[config.mk]
export PLATFORM = sky130hd
export DESIGN_NAME = rs_syndrome_top
export DESIGN_NICKNAME = d
export VERILOG_FILES = /design/src/verilog/rs_syndrome_pkg.sv /design/src/verilog/rs_symbol_framer.sv /design/src/verilog/rs_syndrome_bank.sv /design/src/verilog/rs_syndrome_result.sv /design/src/verilog/rs_syndrome_top.sv
export SDC_FILE = /design/constraint.sdc
export NUM_CORES = 1
export LEC_CHECK = 0
export ABC_AREA = 1
export BUFFER_PORTS_ARGS = -buffer_cell sky130_fd_sc_hd__buf_2
export CAP_MARGIN = 15
export CORE_UTILIZATION = 30
export DETAILED_ROUTE_END_ITERATION = 8
export GPL_ROUTABILITY_DRIVEN = 0
export PLACE_DENSITY = 0.53
export SLEW_MARGIN = 25
export SYNTH_ARGS = -nofsm -noshare
export SYNTH_HDL_FRONTEND = slang
export SYNTH_SLANG_ARGS = --single-unit
export TNS_END_PERCENT = 1
[constraint.sdc]
create_clock -name CLK -period 7.6 [get_ports CLK]
set_input_delay 1.14 -clock CLK [delete_from_list [all_inputs] [get_ports CLK]]
set_output_delay 1.14 -clock CLK [all_outputs]
set_load 0.1 [all_outputs]
[src/verilog/rs_syndrome_pkg.sv]
/*
 * GF(2^8) field constants, symbol and control types,
 * top-level parameter defaults and the alpha-power multiplier
 */
package rs_syndrome_pkg;

   // ------------------------------
   // field definition
   // ------------------------------
   localparam int unsigned       SYMBOL_W    = 8;
   localparam logic [SYMBOL_W:0] FIELD_POLY  = 9'h187;  // x^8 + x^7 + x^2 + x + 1
   localparam int unsigned       FIELD_ORDER = 255;     // alpha^255 = 1

   // ------------------------------
   // top-level defaults
   // ------------------------------
   localparam int DEFAULT_NUM_SYNDROMES = 16;
   localparam int DEFAULT_CODEWORD_LEN  = 208;
   localparam int DEFAULT_RESULT_DEPTH  = 2;
   localparam int DEFAULT_INIT_CREDITS  = 2;

   // ------------------------------
   // types
   // ------------------------------
   typedef logic [SYMBOL_W-1:0] symbol_t;

   // one symbol as classified by the framer
   typedef struct packed {
      logic    valid;  // symbol belongs to a frame
      logic    first;  // sync symbol, reloads accumulators
      symbol_t data;
   } symbol_ctl_t;

   // ------------------------------
   // value * alpha^exponent
   // ------------------------------
   // Each step multiplies by alpha (a left shift) and folds the x^8 term
   // back in with the field polynomial. The exponent is reduced modulo the
   // multiplicative group order first, so any exponent is accepted.
   function automatic symbol_t gf_mul_alpha_pow(input symbol_t     value,
                                                input int unsigned exponent);
      logic [SYMBOL_W:0] acc;
      int unsigned       steps;

      acc   = {1'b0, value};
      steps = exponent % FIELD_ORDER;
      for (int unsigned k = 0; k < steps; k++) begin
         acc = {acc[SYMBOL_W-1:0], 1'b0};  // times alpha
         if (acc[SYMBOL_W]) begin
            acc = acc ^ FIELD_POLY;         // clears bit 8 as well
         end
      end
      return acc[SYMBOL_W-1:0];
   endfunction

endpackage

[src/verilog/rs_symbol_framer.sv]
/*
 * Decode stage: codeword position counter, symbol
 * classification and the registered frame-done pulse
 */
module rs_symbol_framer #(
   parameter int CODEWORD_LEN = rs_syndrome_pkg::DEFAULT_CODEWORD_LEN
) (
   input  logic                         CLK,
   input  logic                         RESET,
   input  logic                         enable,
   input  logic                         sync,
   input  rs_syndrome_pkg::symbol_t     data_in,
   output rs_syndrome_pkg::symbol_ctl_t sym,
   output logic                         frame_done
);

   localparam int CNT_W = $clog2(CODEWORD_LEN + 1);

   logic [CNT_W-1:0] count;     // 0 = idle, 1..CODEWORD_LEN = symbols taken
   logic             in_frame;
   logic             last_sym;

   assign in_frame = (count != '0) && (count != CNT_W'(CODEWORD_LEN));
   assign last_sym = enable && !sync && (count == CNT_W'(CODEWORD_LEN - 1));

   // ------------------------------
   // position counter
   // ------------------------------
   always_ff @(posedge CLK or negedge RESET) begin
      if (!RESET) begin
         count <= '0;
      end else if (enable) begin
         if (sync) begin
            count <= CNT_W'(1);            // sync restarts any frame
         end else if (in_frame) begin
            count <= count + CNT_W'(1);
         end else begin
            count <= '0;                   // idle, or one past the last symbol
         end
      end
   end

   // classification follows the inputs in the same cycle
   always_comb begin
      sym.valid = enable && (sync || in_frame);
      sym.first = enable && sync;
      sym.data  = data_in;
   end

   // high for the one cycle after the last symbol is absorbed
   always_ff @(posedge CLK or negedge RESET) begin
      if (!RESET) begin
         frame_done <= 1'b0;
      end else begin
         frame_done <= last_sym;
      end
   end

endmodule

[src/verilog/rs_syndrome_bank.sv]
/*
 * Execute stage: one Horner accumulator per syndrome,
 * S_i <- S_i * alpha^i + symbol
 */
module rs_syndrome_bank #(
   parameter int NUM_SYNDROMES = rs_syndrome_pkg::DEFAULT_NUM_SYNDROMES
) (
   input  logic                                         CLK,
   input  logic                                         RESET,
   input  rs_syndrome_pkg::symbol_ctl_t                 sym,
   output rs_syndrome_pkg::symbol_t [NUM_SYNDROMES-1:0] syndromes
);

   import rs_syndrome_pkg::*;

   // ------------------------------
   // accumulators
   // ------------------------------
   for (genvar i = 0; i < NUM_SYNDROMES; i++) begin : g_acc
      symbol_t acc;
      symbol_t acc_scaled;

      // constant exponent per lane, folds to a fixed XOR network
      assign acc_scaled = gf_mul_alpha_pow(acc, i);

      always_ff @(posedge CLK or negedge RESET) begin
         if (!RESET) begin
            acc <= '0;
         end else if (sym.valid) begin
            if (sym.first) begin
               acc <= sym.data;               // start of codeword
            end else begin
               acc <= sym.data ^ acc_scaled;  // Horner step
            end
         end
      end

      assign syndromes[i] = acc;              // element 0 is S_0
   end

endmodule

[src/verilog/rs_syndrome_result.sv]
/*
 * Result stage: syndrome-set queue, credit counter for the
 * downstream consumer and the sticky overflow flag
 */
module rs_syndrome_result #(
   parameter int NUM_SYNDROMES = rs_syndrome_pkg::DEFAULT_NUM_SYNDROMES,
   parameter int RESULT_DEPTH  = rs_syndrome_pkg::DEFAULT_RESULT_DEPTH,
   parameter int INIT_CREDITS  = rs_syndrome_pkg::DEFAULT_INIT_CREDITS
) (
   input  logic                                         CLK,
   input  logic                                         RESET,
   input  logic                                         frame_done,
   input  rs_syndrome_pkg::symbol_t [NUM_SYNDROMES-1:0] syndromes,
   input  logic                                         credit_return,
   output logic                                         syn_valid,
   output rs_syndrome_pkg::symbol_t [NUM_SYNDROMES-1:0] syn_set,
   output logic                                         overflow
);

   import rs_syndrome_pkg::*;

   localparam int PTR_W = (RESULT_DEPTH > 1) ? $clog2(RESULT_DEPTH) : 1;
   localparam int OCC_W = $clog2(RESULT_DEPTH + 1);
   localparam int CRD_W = (INIT_CREDITS > 0) ? $clog2(INIT_CREDITS + 1) : 1;

   symbol_t [NUM_SYNDROMES-1:0] queue_mem [RESULT_DEPTH];

   logic [PTR_W-1:0] wr_ptr;
   logic [PTR_W-1:0] rd_ptr;
   logic [OCC_W-1:0] occupancy;
   logic [CRD_W-1:0] credit_cnt;   // sets the consumer can still take
   logic             q_full;
   logic             q_empty;
   logic             push;
   logic             send;

   // circular pointer advance
   function automatic logic [PTR_W-1:0] next_ptr(input logic [PTR_W-1:0] ptr);
      if (ptr == PTR_W'(RESULT_DEPTH - 1)) begin
         return '0;
      end
      return ptr + PTR_W'(1);
   endfunction

   assign q_full  = (occupancy == OCC_W'(RESULT_DEPTH));
   assign q_empty = (occupancy == '0);
   assign push    = frame_done && !q_full;           // full queue drops the set
   assign send    = !q_empty && (credit_cnt != '0);

   // ------------------------------
   // queue storage and output data
   // ------------------------------
   always_ff @(posedge CLK) begin
      if (push) begin
         queue_mem[wr_ptr] <= syndromes;
      end
      if (send) begin
         syn_set <= queue_mem[rd_ptr];               // head goes out with syn_valid
      end
   end

   // ------------------------------
   // control
   // ------------------------------
   always_ff @(posedge CLK or negedge RESET) begin
      if (!RESET) begin
         wr_ptr     <= '0;
         rd_ptr     <= '0;
         occupancy  <= '0;
         credit_cnt <= CRD_W'(INIT_CREDITS);
         syn_valid  <= 1'b0;
         overflow   <= 1'b0;
      end else begin
         syn_valid <= send;
         if (push) begin
            wr_ptr <= next_ptr(wr_ptr);
         end
         if (send) begin
            rd_ptr <= next_ptr(rd_ptr);
         end
         case ({push, send})
            2'b10:   occupancy <= occupancy + OCC_W'(1);
            2'b01:   occupancy <= occupancy - OCC_W'(1);
            default: occupancy <= occupancy;
         endcase
         case ({send, credit_return})
            2'b10:   credit_cnt <= credit_cnt - CRD_W'(1);
            2'b01:   credit_cnt <= credit_cnt + CRD_W'(1);
            default: credit_cnt <= credit_cnt;   // send and return cancel
         endcase
         if (frame_done && q_full) begin
            overflow <= 1'b1;                     // sticky until reset
         end
      end
   end

endmodule

[src/verilog/rs_syndrome_top.sv]
/*
 * Syndrome front end top level: framer, accumulator
 * bank and credit-controlled result queue
 */
module rs_syndrome_top #(
   parameter int NUM_SYNDROMES = rs_syndrome_pkg::DEFAULT_NUM_SYNDROMES,
   parameter int CODEWORD_LEN  = rs_syndrome_pkg::DEFAULT_CODEWORD_LEN,
   parameter int RESULT_DEPTH  = rs_syndrome_pkg::DEFAULT_RESULT_DEPTH,
   parameter int INIT_CREDITS  = rs_syndrome_pkg::DEFAULT_INIT_CREDITS
) (
   input  logic                                         CLK,
   input  logic                                         RESET,
   input  logic                                         enable,
   input  logic                                         sync,
   input  rs_syndrome_pkg::symbol_t                     data_in,
   input  logic                                         credit_return,
   output logic                                         syn_valid,
   output rs_syndrome_pkg::symbol_t [NUM_SYNDROMES-1:0] syn_set,
   output logic                                         overflow
);

   import rs_syndrome_pkg::*;

   symbol_ctl_t                 sym;         // framer to bank
   logic                        frame_done;  // framer to result
   symbol_t [NUM_SYNDROMES-1:0] syndromes;   // bank to result

   rs_symbol_framer #(
      .CODEWORD_LEN (CODEWORD_LEN)
   ) u_framer (
      .CLK        (CLK),
      .RESET      (RESET),
      .enable     (enable),
      .sync       (sync),
      .data_in    (data_in),
      .sym        (sym),
      .frame_done (frame_done)
   );

   rs_syndrome_bank #(
      .NUM_SYNDROMES (NUM_SYNDROMES)
   ) u_bank (
      .CLK       (CLK),
      .RESET     (RESET),
      .sym       (sym),
      .syndromes (syndromes)
   );

   rs_syndrome_result #(
      .NUM_SYNDROMES (NUM_SYNDROMES),
      .RESULT_DEPTH  (RESULT_DEPTH),
      .INIT_CREDITS  (INIT_CREDITS)
   ) u_result (
      .CLK           (CLK),
      .RESET         (RESET),
      .frame_done    (frame_done),
      .syndromes     (syndromes),
      .credit_return (credit_return),
      .syn_valid     (syn_valid),
      .syn_set       (syn_set),
      .overflow      (overflow)
   );

endmodule

# Yosys cells after proc, flatten, opt, wreduce, memory -nomap -nowiden

Memory sizes are Yosys's and may differ from the RTL's. A register that Yosys moved wholly into a read port is not among the register bits.
Cells that the tools add are included.

Register bits: 145
RAM bits: 256
Bits of input ports: 13
Output and inout port bits: 130
Logic and storage cells: 342
Memories kept: 1

Memories:

| memory             | words | width | rd ports | clocked after Yosys merged registers in | write ports | line                     | RTL |
|---|---|---|---|---|---|---|---|
| u_result.queue_mem | 2     | 128   | 1        | 1                                       | 1           | rs_syndrome_result.sv:26 | `symbol_t [NUM_SYNDROMES-1:0] queue_mem [RESULT_DEPTH];` |

Add/subtract/negate cells: 7
Equality and inequality tests: 7
Multiplexer cells: 150
Bitwise gates (word level): 136
Reductions and logical operators: 17

Operators by type and width:

| cell                | number |
|---|---|
| $mux 8              | 138 |
| $not 4->4           | 120 |
| $xor 8x8->8         | 16 |
| $mux 1              | 10 |
| $add 8x1->8 const B | 1 |
| $eq 8x8->1 const B  | 1 |
| $logic_and 1x1->1   | 8 |
| $ne 8x8->1 const B  | 1 |
| $pmux 2 s2          | 2 |
| $reduce_bool 8->1   | 1 |
| $eq 2x2->1 const B  | 3 |
| $reduce_bool 2->1   | 3 |
| $add 2x1->2 const B | 2 |
| $eq 2x1->1 const B  | 2 |
| $sub 2x1->2 const B | 2 |
| $logic_not 1->1     | 3 |
| $add 1x1->1 const B | 2 |
| $logic_not 2->1     | 1 |
| $logic_or 1x1->1    | 1 |

# Logic depth before layout (Yosys ltp)

Gate-level depths: netlist of the first run.

Depth in word-level cells: 32
Gate-level depth with buffers: 22
Mapped depth without buffers: 21

# By module

A second synthesis of the first run with hierarchy kept.

Cells, all modules: 2,105
Area, all modules: 22,864.4 um^2

By module, submodules not included:

| module             | instances | cells an instance | area an instance (um^2) | seq. area each (um^2) |
|---|---|---|---|---|
| rs_syndrome_result | 1         | 843               | 13,514.2                | 11,732.5 |
| rs_syndrome_bank   | 1         | 1,172             | 8,728.4                 | 3,203.1 |
| rs_symbol_framer   | 1         | 90                | 621.8                   | 225.2 |

# Worst setup path before layout of the first run

Ideal clock, no wire load.

Kind: flip-flop to flip-flop
Start: register u_result.occupancy[1]
End: memory u_result.queue_mem[0][0] in the netlist's numbering (enable)
Setup time: 0.617 ns
Arrival time: 5.972 ns
Data required time: 6.983 ns
Path slack: 1.011 ns
Cell stages (with the launch flop): 4
Buffers on the path: 0
Clock period less this slack: 6.589 ns
Cells stage by stage: dfrtp_1 -> inv_1 -> o21ai_0 -> nor2_1

Word-level cells in the longest chain between the ends: 5

RTL lines:

| what                         | line                     | RTL |
|---|---|---|
| start, declared              | rs_syndrome_result.sv:30 | `logic [OCC_W-1:0] occupancy;` |
| start signal, assigned       | rs_syndrome_result.sv:82 | `2'b10: occupancy <= occupancy + OCC_W'(1);` |
| start signal, assigned       | rs_syndrome_result.sv:83 | `2'b01: occupancy <= occupancy - OCC_W'(1);` |
| start signal, assigned       | rs_syndrome_result.sv:84 | `default: occupancy <= occupancy;` |
| $eq 2x2->1                   | rs_syndrome_result.sv:45 | `assign q_full = (occupancy == OCC_W'(RESULT_DEPTH));` |
| $logic_not 1->1              | rs_syndrome_result.sv:47 | `assign push = frame_done && !q_full;` |
| $logic_and 1x1->1            | rs_syndrome_result.sv:47 |  |
| $mux 1                       | rs_syndrome_result.sv:54 | `if (push) begin` |
| $mux 1 (implied by the code) | rs_syndrome_result.sv:55 | `queue_mem[wr_ptr] <= syndromes;` |
| end, declared                | rs_syndrome_result.sv:26 |  |

Every way passes these cells.

# Worst setup path after layout of the first run

Start: input enable
End: register u_bank.g_acc[2].acc[0]

Word-level cells in the longest chain between the ends: 2
Elaborated cells between the ends (all ways): 3
Classes of those cells: mux (1); reduce/logical (2)

RTL lines:

| what                 | line                   | RTL |
|---|---|---|
| start, declared      | rs_syndrome_top.sv:13  | `input logic enable,` |
| $logic_and 1x1->1    | rs_symbol_framer.sv:46 | `sym.first = enable && sync;` |
| $mux 8               | rs_syndrome_bank.sv:30 | `if (sym.first) begin` |
| end signal, assigned | rs_syndrome_bank.sv:31 | `acc <= sym.data;` |
| end signal, assigned | rs_syndrome_bank.sv:33 | `acc <= sym.data ^ acc_scaled;` |
| end, declared        | rs_syndrome_bank.sv:20 | `symbol_t acc;` |

Several ways; a longest one is shown, not always the timed one.
A chain may end at the register's enable or synchronous reset.

==> results.json, run 1 <==
{
  "cts_buffer_depth": 3,
  "wirelength_um": 56520,
  "antenna_found_initial": 5,
  "cts_tree": "done",
  "synth-seq-area-share_pct": 66.37,
  "yosys.area.top_type": "edfxtp_1",
  "grt_overflow": 0,
  "num_rows": 100,
  "fillCellCount": 7318,
  "start_util_pct": 30.48,
  "rsz0062_at_grt": "false",
  "yosys_warnings": 0,
  "synthCells": 2038,
  "post-cts-setup-buffer-count": 0,
  "core_area_mm2": 0.07495,
  "yosys.cell_types.count": 49,
  "cts_sinks": 529,
  "drc_errors": 0,
  "post_cts_resized": 0,
  "avgViaCountPerCell": 4.693,
  "final_antenna_net_count": 0,
  "grt_pass1_wl_um": 87860,
  "layout_common_cells": "nand2_1 (695), edfxtp_1 (384), dfrtp_1 (143)",
  "tightest_slew_ns": 1.002,
  "fin_crit_ns": 3.645,
  "status": "finished, final reports clean",
  "die_h_um": 277.9,
  "fin_area_mm2": 0.02649,
  "fmax_mhz": 274.3,
  "ctsHoldBuffers": 0,
  "final_max_slew_viol_count": 0,
  "finClkSkew_ns": 0.02443,
  "grt_pass1_vias": 14920,
  "dpl_cell_area_mm2": 0.02461,
  "track_usage_pct": 14.70,
  "holdWs_ns": 0.4812,
  "dieArea_mm2": 0.07725,
  "startpoint_type": "input port",
  "vias": 14940,
  "drive_above_1_share_pct": 15.91,
  "ios": 143,
  "port_buffers": 142,
  "crit_fanout": 76,
  "critical_path_class": "input port to register",
  "clk_latency_ns": 0.61,
  "final_hold_viol_count": 0,
  "syn_area_mm2": 0.02284,
  "first_iter_violations": 1208,
  "dp_hpwl_um": 36220,
  "wl_per_cell_um": 17.76,
  "tns_ns": 0,
  "syn_avg_cell_area_um2": 11.21,
  "cap_violations": 0,
  "ys_seq_elements": 529,
  "htreeDepth": 2,
  "cts_root_buf": "clkbuf_16",
  "finalNetCount": 2186,
  "grt_max_degree": 96,
  "cp.required_ns": 8.10,
  "cts_buffers": 54,
  "synthTopCellsByArea": "edfxtp_1 (50%), dfrtp_1 (16%), nand2_1 (11%)",
  "relSlewSlack_pct": 33.21,
  "setup-violations-final": 0,
  "die-width_um": 277.9,
  "areaGrowthSynthToFinish_pct": 15.94,
  "drt-pass1-iter-count": 5,
  "min_path_type": "register to register",
  "timing.final.crit_share_pct": 47.96,
  "synth_nets": 2055,
  "crit_path_end_kind": "register",
  "cp.arrival_ns": 4.15,
  "final_common_cell": "nand2_1",
  "clk_pin_slew_ns": 0.06,
  "synth_top_area_share_pct": 50.48
}
[layout make-up]
class | instances | area, µm² | area share [%]
Timing Repair Buffer | 153 | 802.0 | 3.028
Antenna cell | 1 | 2.502 | 0.009448
Multi-Input combinational cell | 1307 | 6962 | 26.28
Inverter | 124 | 473.0 | 1.786
Tap cell | 969 | 1212 | 4.578
Clock inverter | 43 | 506.7 | 1.913
Sequential cell | 529 | 15160 | 57.26
Clock buffer | 57 | 1363 | 5.145
[per-layer routing]
metal | track usage, % | share of wire, % | vias up
met1 | 19.67 | 45 | 7337
met2 | 24.29 | 48 | 354
met4 | 4.278 | 2.3 | 2
met3 | 2.644 | 5.2 | 81
li1 | - | - | 7165
met5 | 0 | 0.023 | -
[critical path, stage by stage]
cell      delay (ns)
buf_2           0.22
inv_1           0.09
nor2_1          0.55
nor2_4          0.32
buf_4           0.51
nor2_2          0.34
clkinv_1        0.51
o311ai_1        0.42
[Yosys cell counts (all sizes together)]
master  count
nor2       48
o221ai     14
dfrtp     144
ha          4
a21o        4
a211oi      1
a31oi       2
nand3b     11
nand2     734
edfxtp    384
o311ai     18
dfstp       1
o211ai     32
nor3        4
xor2       82
clkinv      3
nand4       9
a22oi      32
o22ai       9
or2        22
o31ai       1
xnor2      64
nand3      92
clkbuf     52
o21ai     104
buf        26
a21oi      20
inv       121
[state kept, by name (all words and copies together), names as in the netlist]
| register | flops |
|---|---|
| u_bank.g_acc.acc | 128 |
| u_framer.count | 8 |
| u_framer.frame_done | 1 |
| u_result.credit_cnt | 2 |
| u_result.occupancy | 2 |
| u_result.overflow | 1 |
| u_result.queue_mem | 256 |
| u_result.rd_ptr | 1 |
| u_result.syn_set | 128 |
| u_result.syn_valid | 1 |
| u_result.wr_ptr | 1 |
[cells by family (layout without fill, tap and decap cells)]
| family | Yosys count | after routing | synth area share, % |
|---|---|---|---|
| buf+inv | 202 | 377 | 3.549 |
| flops | 529 | 529 | 66.37 |
| other cells | 0 | 1 | 0 |
| fa+ha+maj | 4 | 4 | 0.2191 |
| simple gates | 920 | 920 | 16.90 |
| xor+xnor | 146 | 146 | 6.354 |
| compound gates | 237 | 237 | 6.606 |
[final timing paths]
path	cells after the start	to	from	slack [ns]
worst min-delay path	1	u_result.overflow	u_result.overflow	0.48
worst max register to register	10	u_bank.g_acc[5].acc[6]	u_framer.count[0]	3.95
worst max-delay path	8	u_bank.g_acc[2].acc[0]	enable	3.95
max in group asynchronous	2	u_bank.g_acc[9].acc[7]	RESET	5.65
worst min register to register	1	u_result.overflow	u_result.overflow	0.48
min in group asynchronous	1	u_result.credit_cnt[0]	RESET	0.59
[metrics by stage]
stage	utilization, %	setup slack (ns)	std cells
after global placement	32.84	3.398	3082
after global routing	35.34	3.621	3183
after floorplan	-	1.011	2038
after detailed placement	32.84	3.308	3082
after CTS	35.33	3.951	3182
final	35.34	3.955	3183
Power of run 1 is left out: the tool's default activity adds up to more than one toggle a clock period on the data nets, which glitch-free logic cannot reach.
==> run 2: changes to the inputs <==
Clock period 7.6 ns to 3.45 ns, I/O delays scaled along.
==> results.json, run 2 (synthesis results as in run 1) <==
{
  "status": "finished, final reports clean",
  "cp.required_ns": 3.89,
  "cts_sinks": 529,
  "cts_root_buf": "clkbuf_16",
  "fin_area_mm2": 0.02660,
  "cts_buffers": 53,
  "post-cts-setup-buffer-count": 0,
  "fmax_mhz": 351.7,
  "htreeDepth": 2,
  "timing.final.crit_share_pct": 82.43,
  "final_max_slew_viol_count": 0,
  "antennaDiodeCount": 0,
  "tns_ns": 0,
  "cts_tree": "done",
  "relSlewSlack_pct": 31.86,
  "grt_max_degree": 129,
  "crit_path_end_kind": "register",
  "tightest_slew_ns": 1.022,
  "final_hold_viol_count": 0,
  "num_rows": 100,
  "largest_register": "u_result.queue_mem",
  "vias": 14810,
  "start_util_pct": 30.48,
  "antenna_found_initial": 3,
  "port_buffers": 142,
  "final_common_cell": "nand2_1",
  "areaGrowthSynthToFinish_pct": 16.47,
  "reg_top3": "u_result.queue_mem (256), u_bank.g_acc.acc (128), u_result.syn_set (128)",
  "finClkSkew_ns": 0.02530,
  "layout_common_cells": "nand2_1 (695), edfxtp_1 (384), dfrtp_1 (143)",
  "core_area_mm2": 0.07495,
  "startpoint_type": "register",
  "finalNetCount": 2197,
  "wirelength_um": 56160,
  "first_iter_violations": 1046,
  "fin_crit_ns": 2.844,
  "clk_pin_slew_ns": 0.07,
  "clk_latency_ns": 0.61,
  "largest_reg_flops": 256,
  "cp.arrival_ns": 3.28,
  "track_usage_pct": 14.53,
  "cap_violations": 0,
  "drive_above_1_share_pct": 16.31,
  "drc_errors": 0,
  "holdWs_ns": 0.1347,
  "drt-pass1-iter-count": 6,
  "grt_pass1_wl_um": 87150,
  "die_h_um": 277.9,
  "cts_buffer_depth": 3,
  "wl_per_cell_um": 17.58,
  "die-width_um": 277.9,
  "dieArea_mm2": 0.07725,
  "crit_fanout": 20,
  "dp_hpwl_um": 36100,
  "avgViaCountPerCell": 4.637,
  "ios": 143,
  "grt_overflow": 0,
  "setup-violations-final": 0,
  "rsz0062_at_grt": "false",
  "min_path_type": "input port to register",
  "critical_path_class": "register to register",
  "final_antenna_net_count": 0,
  "grt_pass1_vias": 14480,
  "dpl_cell_area_mm2": 0.02474
}
-- run 2: per-stage QoR --
step	utilization (%)	cells	setup slack, ns
CTS	35.46	3193	0.6198
global route	35.50	3194	0.4266
global placement	33.01	3092	0.6636
detailed placement	33.01	3092	0.6047
floorplan	-	2038	-1.010
finish	35.50	3194	0.6063
-- run 2: final cells by class --
cell class	count	area, µm²
Clock buffer	66	1428
Clock inverter	34	402.9
Fill cell	7232	48340
Inverter	124	473.0
Multi-Input combinational cell	1307	6962
Sequential cell	529	15160
Tap cell	969	1212
Timing Repair Buffer	165	962.2
-- run 2: what timing repair did --
action / in CTS / in global routing
hold endpoints to repair: 54 / 0
hold buffers: 1 / 0
gates resized for setup: 0 / 0
-- run 2: routing by layer --
| layer | share of wire [%] | track usage [%] | up-vias | routed length [µm] |
|---|---|---|---|---|
| met2 | 48 | 24.03 | 322 | 26890 |
| li1 | - | - | 7178 | - |
| met5 | 0.066 | 0 | - | 37 |
| met1 | 45 | 19.32 | 7217 | 25260 |
| met4 | 2.4 | 4.392 | 6 | 1325 |
| met3 | 4.7 | 2.653 | 89 | 2646 |
-- run 2: critical path, cell delays in order, from the launching register on --
cell and delay (ns):
dfrtp_1 0.40, inv_1 0.09, ha_1 0.14, nand3_1 0.08
a21oi_1 0.12, nor2_1 0.09, nor2_4 0.52, buf_4 0.33
nor2_1 0.07, inv_1 0.62, o21ai_0 0.20
-- run 2: final timing paths --
kind / from / to / slack [ns] / depth (start not counted)
max: u_framer.count[0] / u_bank.g_acc[7].acc[3] / 0.61 / 10
max in group asynchronous: RESET / u_bank.g_acc[6].acc[5] / 2.02 / 3
max reg2reg: u_framer.count[0] / u_bank.g_acc[7].acc[3] / 0.61 / 10
min in group asynchronous: RESET / u_result.credit_cnt[0] / 0.46 / 2
min: data_in[1] / u_bank.g_acc[15].acc[1] / 0.13 / 2
min reg2reg: u_result.overflow / u_result.overflow / 0.47 / 1
Power of run 2 is left out for the same reason.
==> run 3: changes to the inputs <==
Clock period 3.45 ns to 2.65 ns, I/O delays scaled along.
==> results.json, run 3 (synthesis results as in run 1) <==
{
  "finalNetCount": 2222,
  "r2r_cells": 16,
  "timing.final.crit_share_pct": 94.74,
  "largest_reg_flops": 256,
  "start_util_pct": 30.48,
  "cts_sinks": 529,
  "final_max_slew_viol_count": 0,
  "dp_hpwl_um": 37440,
  "reg_top3": "u_result.queue_mem (256), u_bank.g_acc.acc (128), u_result.syn_set (128)",
  "drt-pass1-iter-count": 5,
  "startpoint_type": "register",
  "layout_common_cells": "nand2_1 (694), edfxtp_1 (384), buf_2 (141)",
  "rsz0062_at_grt": "true",
  "die-width_um": 277.9,
  "cts_root_buf": "clkbuf_16",
  "endpoint": "u_bank.g_acc[13].acc[2]",
  "clk_pin_slew_ns": 0.07,
  "grt_overflow": 0,
  "r2r_slack_ns": 0.14,
  "cts_buffer_depth": 3,
  "cp.arrival_ns": 2.99,
  "final_antenna_net_count": 0,
  "areaGrowthSynthToFinish_pct": 18.78,
  "wl_per_cell_um": 18.08,
  "drc_errors": 0,
  "avgViaCountPerCell": 4.700,
  "tightest_slew_ns": 0.8726,
  "final_common_cell": "nand2_1",
  "setup-violations-final": 0,
  "r2r_start": "u_bank.g_acc[13].acc[7]",
  "fin_crit_ns": 2.511,
  "ios": 143,
  "tns_ns": 0,
  "place_inst": 3111,
  "first_iter_violations": 1067,
  "setup.worst_path.start": "u_bank.g_acc[13].acc[7]",
  "final_hold_viol_count": 0,
  "holdWs_ns": 0.06188,
  "r2r-end": "u_bank.g_acc[13].acc[2]",
  "port_buffers": 142,
  "largest_register": "u_result.queue_mem",
  "grt_max_degree": 85,
  "grt_pass1_wl_um": 90220,
  "cts_tree": "done",
  "wirelength_um": 58280,
  "crit_path_end_kind": "register",
  "relSlewSlack_pct": 41.76,
  "finClkSkew_ns": 0.01826,
  "track_usage_pct": 15.11,
  "clk_latency_ns": 0.61,
  "htreeDepth": 2,
  "fin_cells": 3223,
  "crit_fanout": 7,
  "min_path_type": "input port to register",
  "cts_buffers": 56,
  "cap_violations": 0,
  "core_area_mm2": 0.07495,
  "die_h_um": 277.9,
  "critical_path_class": "register to register",
  "cp.required_ns": 3.13,
  "dieArea_mm2": 0.07725,
  "status": "finished, final reports clean",
  "vias": 15150,
  "fmax_mhz": 398.3,
  "antenna_found_initial": 5,
  "grt_pass1_vias": 14890,
  "num_rows": 100,
  "drive_above_1_share_pct": 18.38
}
## run 3: metrics by stage
step | setup WS, ns | utilization (%) | area (µm²)
3_5_place_dp | 0.06914 | 33.38 | 25020
3_3_place_gp | 0.08266 | 33.38 | 25020
5_1_grt | -0.06572 | 36.20 | 27130
4_1_cts | 0.02988 | 36.08 | 27040
6_report | 0.1395 | 36.20 | 27130
2_1_floorplan | -0.9293 | - | 22880
## run 3: how the worst min path moves through the flow
| stage | from | endpoint | slack [ns] | cells past startpoint |
|---|---|---|---|---|
| after floorplan | RESET | u_bank.g_acc[0].acc[0] | 0.10 | 0 |
| after global placement | RESET | u_result.overflow | 0.29 | 1 |
| after detailed placement | RESET | u_result.overflow | 0.29 | 1 |
| after CTS | data_in[4] | u_bank.g_acc[15].acc[4] | 0.008 | 2 |
| after global routing | data_in[4] | u_bank.g_acc[15].acc[4] | 0.04 | 2 |
| final | data_in[4] | u_bank.g_acc[15].acc[4] | 0.06 | 2 |
## run 3: routing by layer
metal	GRT usage [%]	wire length, µm	up-vias
li1	-	-	7238
met1	20.49	26160	7436
met2	24.43	27590	365
met3	2.703	3032	104
met4	4.887	1477	4
met5	0	26	-
## run 3: cell type report
cell class              instances  area, µm²
clock inverters                41      489.2
diodes                          1      2.502
multi-input cells            1307       7036
flip-flops and latches        529      15180
fillers                      7253      47810
repair buffers                187       1237
clock buffers                  65       1506
well taps                     969       1212
inverters                     124      471.7
## run 3: critical path, cell delays in order, from the launching register on
cell and delay (ns):
dfrtp_2 0.50, inv_2 0.09, nand2_2 0.06, nand2_4 0.12, xor2_4 0.20, nand2_2 0.09, nand2_4 0.12, xnor2_2 0.16
nand2_2 0.12, nand2_2 0.13, nand2_2 0.07, nand3_2 0.09, nand3b_1 0.14, nand2_2 0.12, nand2_1 0.12, nand4_1 0.16
nand3_1 0.10
## run 3: repair_timing
action                                  CTS  global route
endpoints found under the setup margin    0            24
hold buffers                              3             0
setup buffers                             0             2
resized for setup                         0            18
endpoints found under the hold margin    30             0
Power of run 3 is left out for the same reason.
